==> src/design/ctrl_pkg.sv <==
// --------------------
// Shared widths, address map and field layouts of the barrel control path.
// Imported by every RTL module and by the testbench.
// --------------------
`default_nettype none

package ctrl_pkg;

    // Threads and pipeline
    localparam int THREAD_COUNT    = 4;
    localparam int THREAD_WIDTH    = 2;
    localparam int STAGE_COUNT     = 3;
    localparam int PC_WIDTH        = 6;
    localparam int PC_START_STRIDE = 16;

    // Word and instruction format
    localparam int WORD_WIDTH        = 32;
    localparam int CONFIG_ADDR_WIDTH = 10;
    localparam int OPCODE_WIDTH      = 4;
    localparam int D_OPERAND_WIDTH   = 10;
    localparam int A_OPERAND_WIDTH   = 9;
    localparam int B_OPERAND_WIDTH   = 9;
    localparam int ALU_CTRL_WIDTH    = 12;

    // Branch tables
    localparam int BRANCH_COUNT = 4;
    localparam int BRANCH_WIDTH = 2;

    // --------------------
    // Config address map, each region aligned to its size
    localparam logic [CONFIG_ADDR_WIDTH-1:0] IM_BASE = 10'h000;
    localparam logic [CONFIG_ADDR_WIDTH-1:0] OD_BASE = 10'h100;
    localparam logic [CONFIG_ADDR_WIDTH-1:0] BT_BASE = 10'h200;

    localparam int IM_DEPTH          = 64;
    localparam int OD_DEPTH          = 64;
    localparam int BT_DEPTH          = 16;
    localparam int IM_INDEX_WIDTH    = 6;
    localparam int OD_INDEX_WIDTH    = 6;
    localparam int BT_INDEX_WIDTH    = 4;
    localparam int WRITE_INDEX_WIDTH = 6;

    // --------------------
    typedef struct packed {
        logic [OPCODE_WIDTH-1:0]    opcode;
        logic [D_OPERAND_WIDTH-1:0] d;
        logic [A_OPERAND_WIDTH-1:0] a;
        logic [B_OPERAND_WIDTH-1:0] b;
    } instr_t;

    typedef logic [ALU_CTRL_WIDTH-1:0] alu_ctrl_t;

    typedef enum logic [2:0] {
        COND_ALWAYS,
        COND_ZERO,
        COND_NONZERO,
        COND_NEGATIVE,
        COND_CARRY,
        COND_LESSTHAN,
        COND_A_EXTERNAL,
        COND_B_EXTERNAL
    } cond_e;

    // Sits in the low 17 bits of a config word
    typedef struct packed {
        logic                enable;
        logic                cancel;
        cond_e               cond;
        logic [PC_WIDTH-1:0] origin;
        logic [PC_WIDTH-1:0] dest;
    } branch_entry_t;

endpackage

`default_nettype wire

==> src/design/branch_unit.sv <==
// --------------------
// Per-thread branch tables and next-counter selection. The issuing thread's
// entries are matched against its counter and previous-result flags.
// --------------------
`default_nettype none

module branch_unit
    import ctrl_pkg::*;
(
    input  wire logic                         clock,
    input  wire logic                         rst_n,
    input  wire logic [THREAD_WIDTH-1:0]      issue_thread,
    input  wire logic [PC_WIDTH-1:0]          pc,
    input  wire logic                         bt_write,
    input  wire logic [WRITE_INDEX_WIDTH-1:0] write_index,
    input  wire logic [WORD_WIDTH-1:0]        write_data,
    input  wire logic                         carryout,
    input  wire logic                         overflow,
    input  wire logic                         a_external,
    input  wire logic                         b_external,
    input  wire logic [WORD_WIDTH-1:0]        r_previous,
    output logic [PC_WIDTH-1:0]               next_pc,
    output logic                              take_cancel
);

    localparam int COND_COUNT = 8;

    branch_entry_t branch_table [THREAD_COUNT][BRANCH_COUNT];

    // --------------------
    // Table storage
    // --------------------

    logic [THREAD_WIDTH-1:0] wr_thread;
    logic [BRANCH_WIDTH-1:0] wr_entry;

    // Table index is thread times four plus entry
    assign wr_thread = write_index[BT_INDEX_WIDTH-1:BRANCH_WIDTH];
    assign wr_entry  = write_index[BRANCH_WIDTH-1:0];

    always_ff @(posedge clock or negedge rst_n) begin
        if (!rst_n) begin
            for (int t = 0; t < THREAD_COUNT; t++) begin
                for (int e = 0; e < BRANCH_COUNT; e++) begin
                    branch_table[t][e] <= '0;
                end
            end
        end else if (bt_write) begin
            branch_table[wr_thread][wr_entry] <=
                branch_entry_t'(write_data[$bits(branch_entry_t)-1:0]);
        end
    end

    // --------------------
    // Flags
    // --------------------

    logic                  zero;
    logic                  negative;
    logic                  lessthan;
    logic [COND_COUNT-1:0] cond_true;

    assign zero     = (r_previous == '0);
    assign negative = r_previous[WORD_WIDTH-1];
    assign lessthan = overflow ^ negative;

    // One bit per condition code, indexed by cond_e
    always_comb begin
        cond_true                  = '0;
        cond_true[COND_ALWAYS]     = 1'b1;
        cond_true[COND_ZERO]       = zero;
        cond_true[COND_NONZERO]    = !zero;
        cond_true[COND_NEGATIVE]   = negative;
        cond_true[COND_CARRY]      = carryout;
        cond_true[COND_LESSTHAN]   = lessthan;
        cond_true[COND_A_EXTERNAL] = a_external;
        cond_true[COND_B_EXTERNAL] = b_external;
    end

    // --------------------
    // Entry match and priority
    // --------------------

    logic [BRANCH_COUNT-1:0] match;

    always_comb begin
        for (int e = 0; e < BRANCH_COUNT; e++) begin
            match[e] = branch_table[issue_thread][e].enable
                       && (branch_table[issue_thread][e].origin == pc)
                       && cond_true[branch_table[issue_thread][e].cond];
        end
    end

    // Lowest-index match wins
    always_comb begin
        logic taken;
        taken       = 1'b0;
        next_pc     = pc + 1'b1;
        take_cancel = 1'b0;
        for (int e = 0; e < BRANCH_COUNT; e++) begin
            if (!taken && match[e]) begin
                taken       = 1'b1;
                next_pc     = branch_table[issue_thread][e].dest;
                take_cancel = branch_table[issue_thread][e].cancel;
            end
        end
    end

endmodule

`default_nettype wire

==> src/design/control_path.sv <==
// --------------------
// Top of the barrel control path. Connects scheduler, counters, branch
// tables and fetch/decode, and carries the config write port.
// --------------------
`default_nettype none

module control_path
    import ctrl_pkg::*;
(
    input  wire logic                         clock,
    input  wire logic                         rst_n,
    input  wire logic                         run,
    input  wire logic                         config_write,
    input  wire logic [CONFIG_ADDR_WIDTH-1:0] config_addr,
    input  wire logic [WORD_WIDTH-1:0]        config_data,
    input  wire logic                         carryout,
    input  wire logic                         overflow,
    input  wire logic                         a_external,
    input  wire logic                         b_external,
    input  wire logic [WORD_WIDTH-1:0]        r_previous,
    output logic                              out_valid,
    output logic [THREAD_WIDTH-1:0]           out_thread,
    output logic                              cancel,
    output alu_ctrl_t                         alu_control,
    output logic [D_OPERAND_WIDTH-1:0]        dst,
    output logic [A_OPERAND_WIDTH-1:0]        src_a,
    output logic [B_OPERAND_WIDTH-1:0]        src_b
);

    logic                                     issue_valid;
    logic [THREAD_WIDTH-1:0]                  issue_thread;
    logic [STAGE_COUNT-1:0]                   stage_valid;
    logic [STAGE_COUNT-1:0][THREAD_WIDTH-1:0] stage_thread;
    logic                                     im_write;
    logic                                     od_write;
    logic                                     bt_write;
    logic [WRITE_INDEX_WIDTH-1:0]             write_index;
    logic [WORD_WIDTH-1:0]                    write_data;
    logic [PC_WIDTH-1:0]                      pc;
    logic [PC_WIDTH-1:0]                      next_pc;
    logic                                     take_cancel;

    thread_scheduler u_scheduler (
        .clock, .rst_n, .run, .config_write, .config_addr, .config_data,
        .issue_valid, .issue_thread, .stage_valid, .stage_thread,
        .im_write, .od_write, .bt_write, .write_index, .write_data
    );

    pc_unit u_pc (
        .clock, .rst_n, .issue_valid, .issue_thread, .next_pc, .pc
    );

    branch_unit u_branch (
        .clock, .rst_n, .issue_thread, .pc, .bt_write, .write_index, .write_data,
        .carryout, .overflow, .a_external, .b_external, .r_previous,
        .next_pc, .take_cancel
    );

    fetch_decode u_fetch (
        .clock, .rst_n, .issue_valid, .issue_thread, .pc, .take_cancel,
        .stage_valid, .stage_thread, .im_write, .od_write, .write_index, .write_data,
        .out_valid, .out_thread, .cancel, .alu_control, .dst, .src_a, .src_b
    );

endmodule

`default_nettype wire

==> src/design/fetch_decode.sv <==
// --------------------
// Instruction fetch from the shared memory, per-thread opcode decode and
// output registers. Outputs appear three cycles after issue.
// --------------------
`default_nettype none

module fetch_decode
    import ctrl_pkg::*;
(
    input  wire logic                                clock,
    input  wire logic                                rst_n,
    input  wire logic                                issue_valid,
    input  wire logic [THREAD_WIDTH-1:0]             issue_thread,
    input  wire logic [PC_WIDTH-1:0]                 pc,
    input  wire logic                                take_cancel,
    input  wire logic [STAGE_COUNT-1:0]              stage_valid,
    input  wire logic [STAGE_COUNT-1:0][THREAD_WIDTH-1:0] stage_thread,
    input  wire logic                                im_write,
    input  wire logic                                od_write,
    input  wire logic [WRITE_INDEX_WIDTH-1:0]        write_index,
    input  wire logic [WORD_WIDTH-1:0]               write_data,
    output logic                                     out_valid,
    output logic [THREAD_WIDTH-1:0]                  out_thread,
    output logic                                     cancel,
    output alu_ctrl_t                                alu_control,
    output logic [D_OPERAND_WIDTH-1:0]               dst,
    output logic [A_OPERAND_WIDTH-1:0]               src_a,
    output logic [B_OPERAND_WIDTH-1:0]               src_b
);

    instr_t                     instr;
    alu_ctrl_t                  od_word;
    logic [D_OPERAND_WIDTH-1:0] dst_q;
    logic [A_OPERAND_WIDTH-1:0] src_a_q;
    logic [B_OPERAND_WIDTH-1:0] src_b_q;
    logic [THREAD_COUNT-1:0]    cancel_pending;

    // N+1: instruction at the old counter
    sync_ram #(.entry_t(instr_t), .DEPTH(IM_DEPTH)) im_ram (
        .clock       (clock),
        .write       (im_write),
        .write_index (write_index[IM_INDEX_WIDTH-1:0]),
        .write_data  (instr_t'(write_data)),
        .read_index  (pc),
        .read_data   (instr)
    );

    // N+2: decoder word for this thread and opcode
    sync_ram #(.entry_t(alu_ctrl_t), .DEPTH(OD_DEPTH)) od_ram (
        .clock       (clock),
        .write       (od_write),
        .write_index (write_index[OD_INDEX_WIDTH-1:0]),
        .write_data  (alu_ctrl_t'(write_data[ALU_CTRL_WIDTH-1:0])),
        .read_index  ({stage_thread[0], instr.opcode}),
        .read_data   (od_word)
    );

    // A thread comes round only every fourth cycle, so one flag per
    // thread is enough to carry the cancel until its output stage
    always_ff @(posedge clock or negedge rst_n) begin
        if (!rst_n) begin
            cancel_pending <= '0;
            cancel         <= 1'b0;
        end else begin
            if (issue_valid) begin
                cancel_pending[issue_thread] <= take_cancel;
            end
            cancel <= stage_valid[1] && cancel_pending[stage_thread[1]];
        end
    end

    // Operands wait one cycle for the decoder read
    always_ff @(posedge clock) begin
        if (stage_valid[0]) begin
            dst_q   <= instr.d;
            src_a_q <= instr.a;
            src_b_q <= instr.b;
        end
        if (stage_valid[1]) begin
            alu_control <= od_word;
            dst         <= dst_q;
            src_a       <= src_a_q;
            src_b       <= src_b_q;
        end
    end

    // Last tag stage already sits at N+3
    assign out_valid  = stage_valid[2];
    assign out_thread = stage_thread[2];

endmodule

`default_nettype wire

==> src/design/pc_unit.sv <==
// --------------------
// One program counter per thread. The issuing thread's counter is read
// combinationally and replaced by next_pc at the end of its issue cycle.
// --------------------
`default_nettype none

module pc_unit
    import ctrl_pkg::*;
(
    input  wire logic                    clock,
    input  wire logic                    rst_n,
    input  wire logic                    issue_valid,
    input  wire logic [THREAD_WIDTH-1:0] issue_thread,
    input  wire logic [PC_WIDTH-1:0]     next_pc,
    output logic [PC_WIDTH-1:0]          pc
);

    logic [PC_WIDTH-1:0] pc_reg [THREAD_COUNT];

    // Each thread starts at the base of its own slice of the memory
    always_ff @(posedge clock or negedge rst_n) begin
        if (!rst_n) begin
            for (int t = 0; t < THREAD_COUNT; t++) begin
                pc_reg[t] <= PC_WIDTH'(t * PC_START_STRIDE);
            end
        end else if (issue_valid) begin
            pc_reg[issue_thread] <= next_pc;
        end
    end

    assign pc = pc_reg[issue_thread];

endmodule

`default_nettype wire

==> src/design/sync_ram.sv <==
// --------------------
// Synchronous memory, one write port and one registered read port.
// Returns the old word when read and write hit the same entry.
// --------------------
`default_nettype none

module sync_ram #(
    parameter type entry_t = logic [7:0],
    parameter int  DEPTH   = 64
) (
    input  wire logic                     clock,
    input  wire logic                     write,
    input  wire logic [$clog2(DEPTH)-1:0] write_index,
    input  wire entry_t                   write_data,
    input  wire logic [$clog2(DEPTH)-1:0] read_index,
    output entry_t                        read_data
);

    entry_t mem [DEPTH];

    // Write port
    always_ff @(posedge clock) begin
        if (write) begin
            mem[write_index] <= write_data;
        end
    end

    // Read port, samples the array before this edge's write lands
    always_ff @(posedge clock) begin
        read_data <= mem[read_index];
    end

endmodule

`default_nettype wire

==> src/design/thread_scheduler.sv <==
// --------------------
// Round-robin issue of the four threads, the valid/thread tags that follow
// each issue down the pipeline, and config address decode into table strobes.
// --------------------
`default_nettype none

module thread_scheduler
    import ctrl_pkg::*;
(
    input  wire logic                                     clock,
    input  wire logic                                     rst_n,
    input  wire logic                                     run,
    input  wire logic                                     config_write,
    input  wire logic [CONFIG_ADDR_WIDTH-1:0]             config_addr,
    input  wire logic [WORD_WIDTH-1:0]                    config_data,
    output logic                                          issue_valid,
    output logic [THREAD_WIDTH-1:0]                       issue_thread,
    output logic [STAGE_COUNT-1:0]                        stage_valid,
    output logic [STAGE_COUNT-1:0][THREAD_WIDTH-1:0]      stage_thread,
    output logic                                          im_write,
    output logic                                          od_write,
    output logic                                          bt_write,
    output logic [WRITE_INDEX_WIDTH-1:0]                  write_index,
    output logic [WORD_WIDTH-1:0]                         write_data
);

    logic [THREAD_WIDTH-1:0] thread_ptr;

    // --------------------
    // Issue
    // --------------------

    // A barrel never stalls, so every run cycle issues
    assign issue_valid  = run;
    assign issue_thread = thread_ptr;

    always_ff @(posedge clock or negedge rst_n) begin
        if (!rst_n) begin
            thread_ptr   <= '0;
            stage_valid  <= '0;
            stage_thread <= '0;
        end else begin
            if (run) begin
                thread_ptr <= thread_ptr + 1'b1;
            end
            // Stage 0 is N+1, last stage lines up with the outputs
            stage_valid  <= {stage_valid[STAGE_COUNT-2:0], issue_valid};
            stage_thread <= {stage_thread[STAGE_COUNT-2:0], thread_ptr};
        end
    end

    // --------------------
    // Config decode
    // --------------------

    logic im_hit;
    logic od_hit;
    logic bt_hit;

    // Regions are size-aligned, so the upper bits pick the region
    assign im_hit = config_addr[CONFIG_ADDR_WIDTH-1:IM_INDEX_WIDTH]
                    == IM_BASE[CONFIG_ADDR_WIDTH-1:IM_INDEX_WIDTH];
    assign od_hit = config_addr[CONFIG_ADDR_WIDTH-1:OD_INDEX_WIDTH]
                    == OD_BASE[CONFIG_ADDR_WIDTH-1:OD_INDEX_WIDTH];
    assign bt_hit = config_addr[CONFIG_ADDR_WIDTH-1:BT_INDEX_WIDTH]
                    == BT_BASE[CONFIG_ADDR_WIDTH-1:BT_INDEX_WIDTH];

    assign im_write = config_write && im_hit;
    assign od_write = config_write && od_hit;
    assign bt_write = config_write && bt_hit;

    // Offset inside the region, narrower regions use the low bits only
    assign write_index = config_addr[WRITE_INDEX_WIDTH-1:0];
    assign write_data  = config_data;

endmodule

`default_nettype wire

==> config.mk <==
export PLATFORM = sky130hd
export DESIGN_NAME = control_path
export DESIGN_NICKNAME = d
export VERILOG_FILES = /design/src/design/ctrl_pkg.sv /design/src/design/branch_unit.sv /design/src/design/control_path.sv /design/src/design/fetch_decode.sv /design/src/design/pc_unit.sv /design/src/design/sync_ram.sv /design/src/design/thread_scheduler.sv
export SDC_FILE = /design/constraint.sdc
export NUM_CORES = 2
export LEC_CHECK = 0
export BUFFER_PORTS_ARGS = -buffer_cell sky130_fd_sc_hd__buf_2
export CORE_ASPECT_RATIO = 0.8
export CORE_UTILIZATION = 30
export CTS_BUF_LIST = sky130_fd_sc_hd__clkbuf_8 sky130_fd_sc_hd__clkbuf_16
export DETAILED_ROUTE_END_ITERATION = 6
export GPL_TIMING_DRIVEN = 0
export PLACE_DENSITY = 0.45
export SYNTH_ARGS = -nofsm -noshare
export SYNTH_HDL_FRONTEND = slang
export SYNTH_SLANG_ARGS = --single-unit
export TNS_END_PERCENT = 50
==> constraint.sdc <==
create_clock -name clock -period 3.3 [get_ports clock]
set_input_delay 0.165 -clock clock [delete_from_list [all_inputs] [get_ports clock]]
set_output_delay 0.165 -clock clock [all_outputs]
set_load 0.01 [all_outputs]
==> metrics.txt <==
Sink Count=3240; EDFF count, synth=2884; routed len/inst=30.9 um; Cell variety after synth=53; Largest regs=u_fetch.im_ram.mem x2048, u_fetch.od_ram.mem x768, u_branch.branch_table x272; synth top area cells=edfxtp_1 (69%), mux4_2 (15%), dfrtp_1 (6.1%); Top reg by flops=u_fetch.im_ram.mem; MaxCap Viol Count=0; Root Buffer=clkbuf_16; Slew HR=2.17%; Finished Layout Cells=12.3k; most numerous cell in the Yosys netlist=edfxtp_1; final core utilization=36.8%; Final Setup Violations=61; Final Power=151 mW; Crit path required time=4.06 ns; antenna violations before repair=26; Final Hold Fails=0; Clock transition at path regs=0.06 ns; vias in the first global route=64.1k; Synth warnings=0; DP Worst Slack=-3.36 ns; final-report max-slew violation count=0; WL final=380 mm; gp weighted congestion=0.800; RR Endpoint=u_fetch.im_ram.read_data[12]; Hold Path End=u_fetch.im_ram.mem[38][31]; failing checks=setup timing; Hold Crit Depth=1; antenna viol nets, final=0; Vias/cell=5.06; drt drc=0; min-delay src=config_data[31]; top cells by count, synth=edfxtp_1 (2884), mux4_2 (839), dfrtp_1 (308); CTS tree=built; Yosys reg bits=3240; worst min path class=in -> reg; max reg flops=2048; Leak=49.8 nW; Syn Inst Count=5723; ys async rst share=9.63%; critical path class=reg -> reg; grt total ovfl=0; Post-Layout Inst Area=154000 um2; layout cells sized above 1=39.8%; DR vias=62.2k; synthesized area=126000 um2; worst-margin pin slew=1.47 ns; HPWL after detailed placement=246 mm; Pre-antenna DRT Iters=6; total track usage=17.7%; WHS=0.0525 ns; worst skew pair latency=0.95 ns; final net count=6519; Mapped Avg Cell Area=22.0 um2; area leader, netlist=edfxtp_1; Die Wd=726 um; Port Buffers=120; crit path launch type=flip-flop; Fillers=38.1k; Num CTS Buffers=353; DIE AREA=421000 um2; critical path arrival=4.53 ns; fmax=265 MHz; unrepaired setup endpoints after global routing=true; first-pass GRT wire length=525 mm; Top FF cell, synth=edfxtp_1; worst reg2reg path depth=13; TNS Setup=-17.04 ns; Initial DRC Count=6344; CP Capture Type=flip-flop; I/O pin count=126; Max VDD drop=0.000671 V; P&R area growth vs syn=22.3%; Max clock buf depth=4; Seq/Total Area, Yosys=75.9%; placed cell areas=136000 um2; Die Span Y=581 um; final worst path period need=3.77 ns; period utilization=114%; setup ws final=-0.467 ns; core area=417000 um2; number of placement rows=212; worst-path maximum fanout=6; Synth top area share=68.9%; Initial Util=30.1%; largest net degree at the start of global routing=127; area occupied by multi-input gates=32400 um2; status=finished, violations left; worst r2r src=u_scheduler.issue_thread[0]; register area=95300 um2; P per Cell Area=984 nW/um2; Placed Cells=11.5k; CTS H-tree lvls=5; synthesized net count=5810; clk_skew=0.0382 ns; reg2reg setup slack=-0.47 ns
-- per-layer routing --
layer / vias up / share of wire (%) / track usage, %
li1: 25400 / - / -
met5: - / 0.0045 / 0
met2: 1868 / 46 / 27.5
met3: 427 / 6.3 / 3.28
met4: 2 / 1.8 / 3.05
met1: 34600 / 46 / 26.2
-- where the power goes --
group	total [mW]	internal [mW]	switching [mW]
clock	37.8	21.4	16.4
combinational	67.4	29.5	37.8
sequential	45.9	45.6	0.339
total	151	96.5	54.6
-- kinds of logic after synthesis --
kind of cell / after synthesis / share of synthesized area, %
muxes: 1247 / 18.6
buffers and inverters: 358 / 1.34
and+or+nand+nor: 417 / 1.68
DFF: 3240 / 75.9
adders and majority gates: 5 / 0.0498
AOI/OAI and AO/OA: 426 / 2.29
xor gates and xnor gates: 30 / 0.227
-- layout by cell type, fill, tap and decap left out, types with 22 or more instances in the layout --
cell type	n
edfxtp_1	2884
mux4_2	839
clkbuf_16	367
dfrtp_1	304
mux2_2	276
nor2b_1	119
buf_2	114
buf_12	108
inv_1	100
buf_4	100
clkbuf_1	99
a211oi_4	94
buf_16	75
a211oi_2	75
a21oi_2	72
mux2i_1	71
clkinv_2	71
buf_6	65
nor2_4	64
nor2_1	64
clkbuf_2	63
clkinv_1	62
a211oi_1	57
nand2_1	54
dfxtp_1	44
mux2i_4	41
a21oi_4	40
clkbuf_8	25
dlygate4sd3_1	25
a21oi_1	23
nand3_1	23
clkbuf_4	22
-- how the worst max path moves through the flow --
| stage | startpoint | end | cells after the start |
|---|---|---|---|
| final | u_scheduler.issue_thread[0] | u_fetch.im_ram.read_data[12] | 13 |
| after global routing | u_scheduler.issue_thread[0] | u_fetch.im_ram.read_data[9] | 13 |
| after CTS | u_scheduler.issue_thread[0] | u_fetch.im_ram.read_data[5] | 14 |
| after detailed placement | u_scheduler.issue_thread[1] | u_fetch.im_ram.read_data[12] | 10 |
| after global placement | u_scheduler.issue_thread[1] | u_fetch.im_ram.read_data[13] | 10 |
| after floorplan | u_scheduler.issue_thread[0] | u_pc.pc_reg[1] | 13 |
-- worst max-delay path, cell delays in order (launching register included) --
cell      delay [ns]
dfrtp_2         0.44
buf_12          0.15
mux4_2          0.54
buf_12          0.18
buf_16          0.18
buf_12          0.16
buf_16          0.17
buf_12          0.16
buf_4           0.13
mux4_2          0.42
mux2i_1         0.18
a21oi_1         0.13
a211oi_4        0.58
a21oi_4         0.09
-- final cells by class --
type	instances	share of cell area (%)
flip-flops and latches	3240	62.0
multi-input cells	2126	21.1
clock buffers	380	6.05
well taps	5564	4.53
repair buffers	360	3.19
plain buffers	344	1.97
clock inverters	267	1.10
diodes	14	0.0228
inverters	7	0.0171
-- what timing repair did --
action / in CTS / in global routing
setup buffers: 47 / 47
endpoints found under the setup margin: 1150 / 72
gates resized for setup: 995 / 202
endpoints found under the hold margin: 1319 / 192
hold buffers: 23 / 3
pin swaps: 109 / 89
gates cloned: 21 / 5
Power figures use the tool's default switching activity.
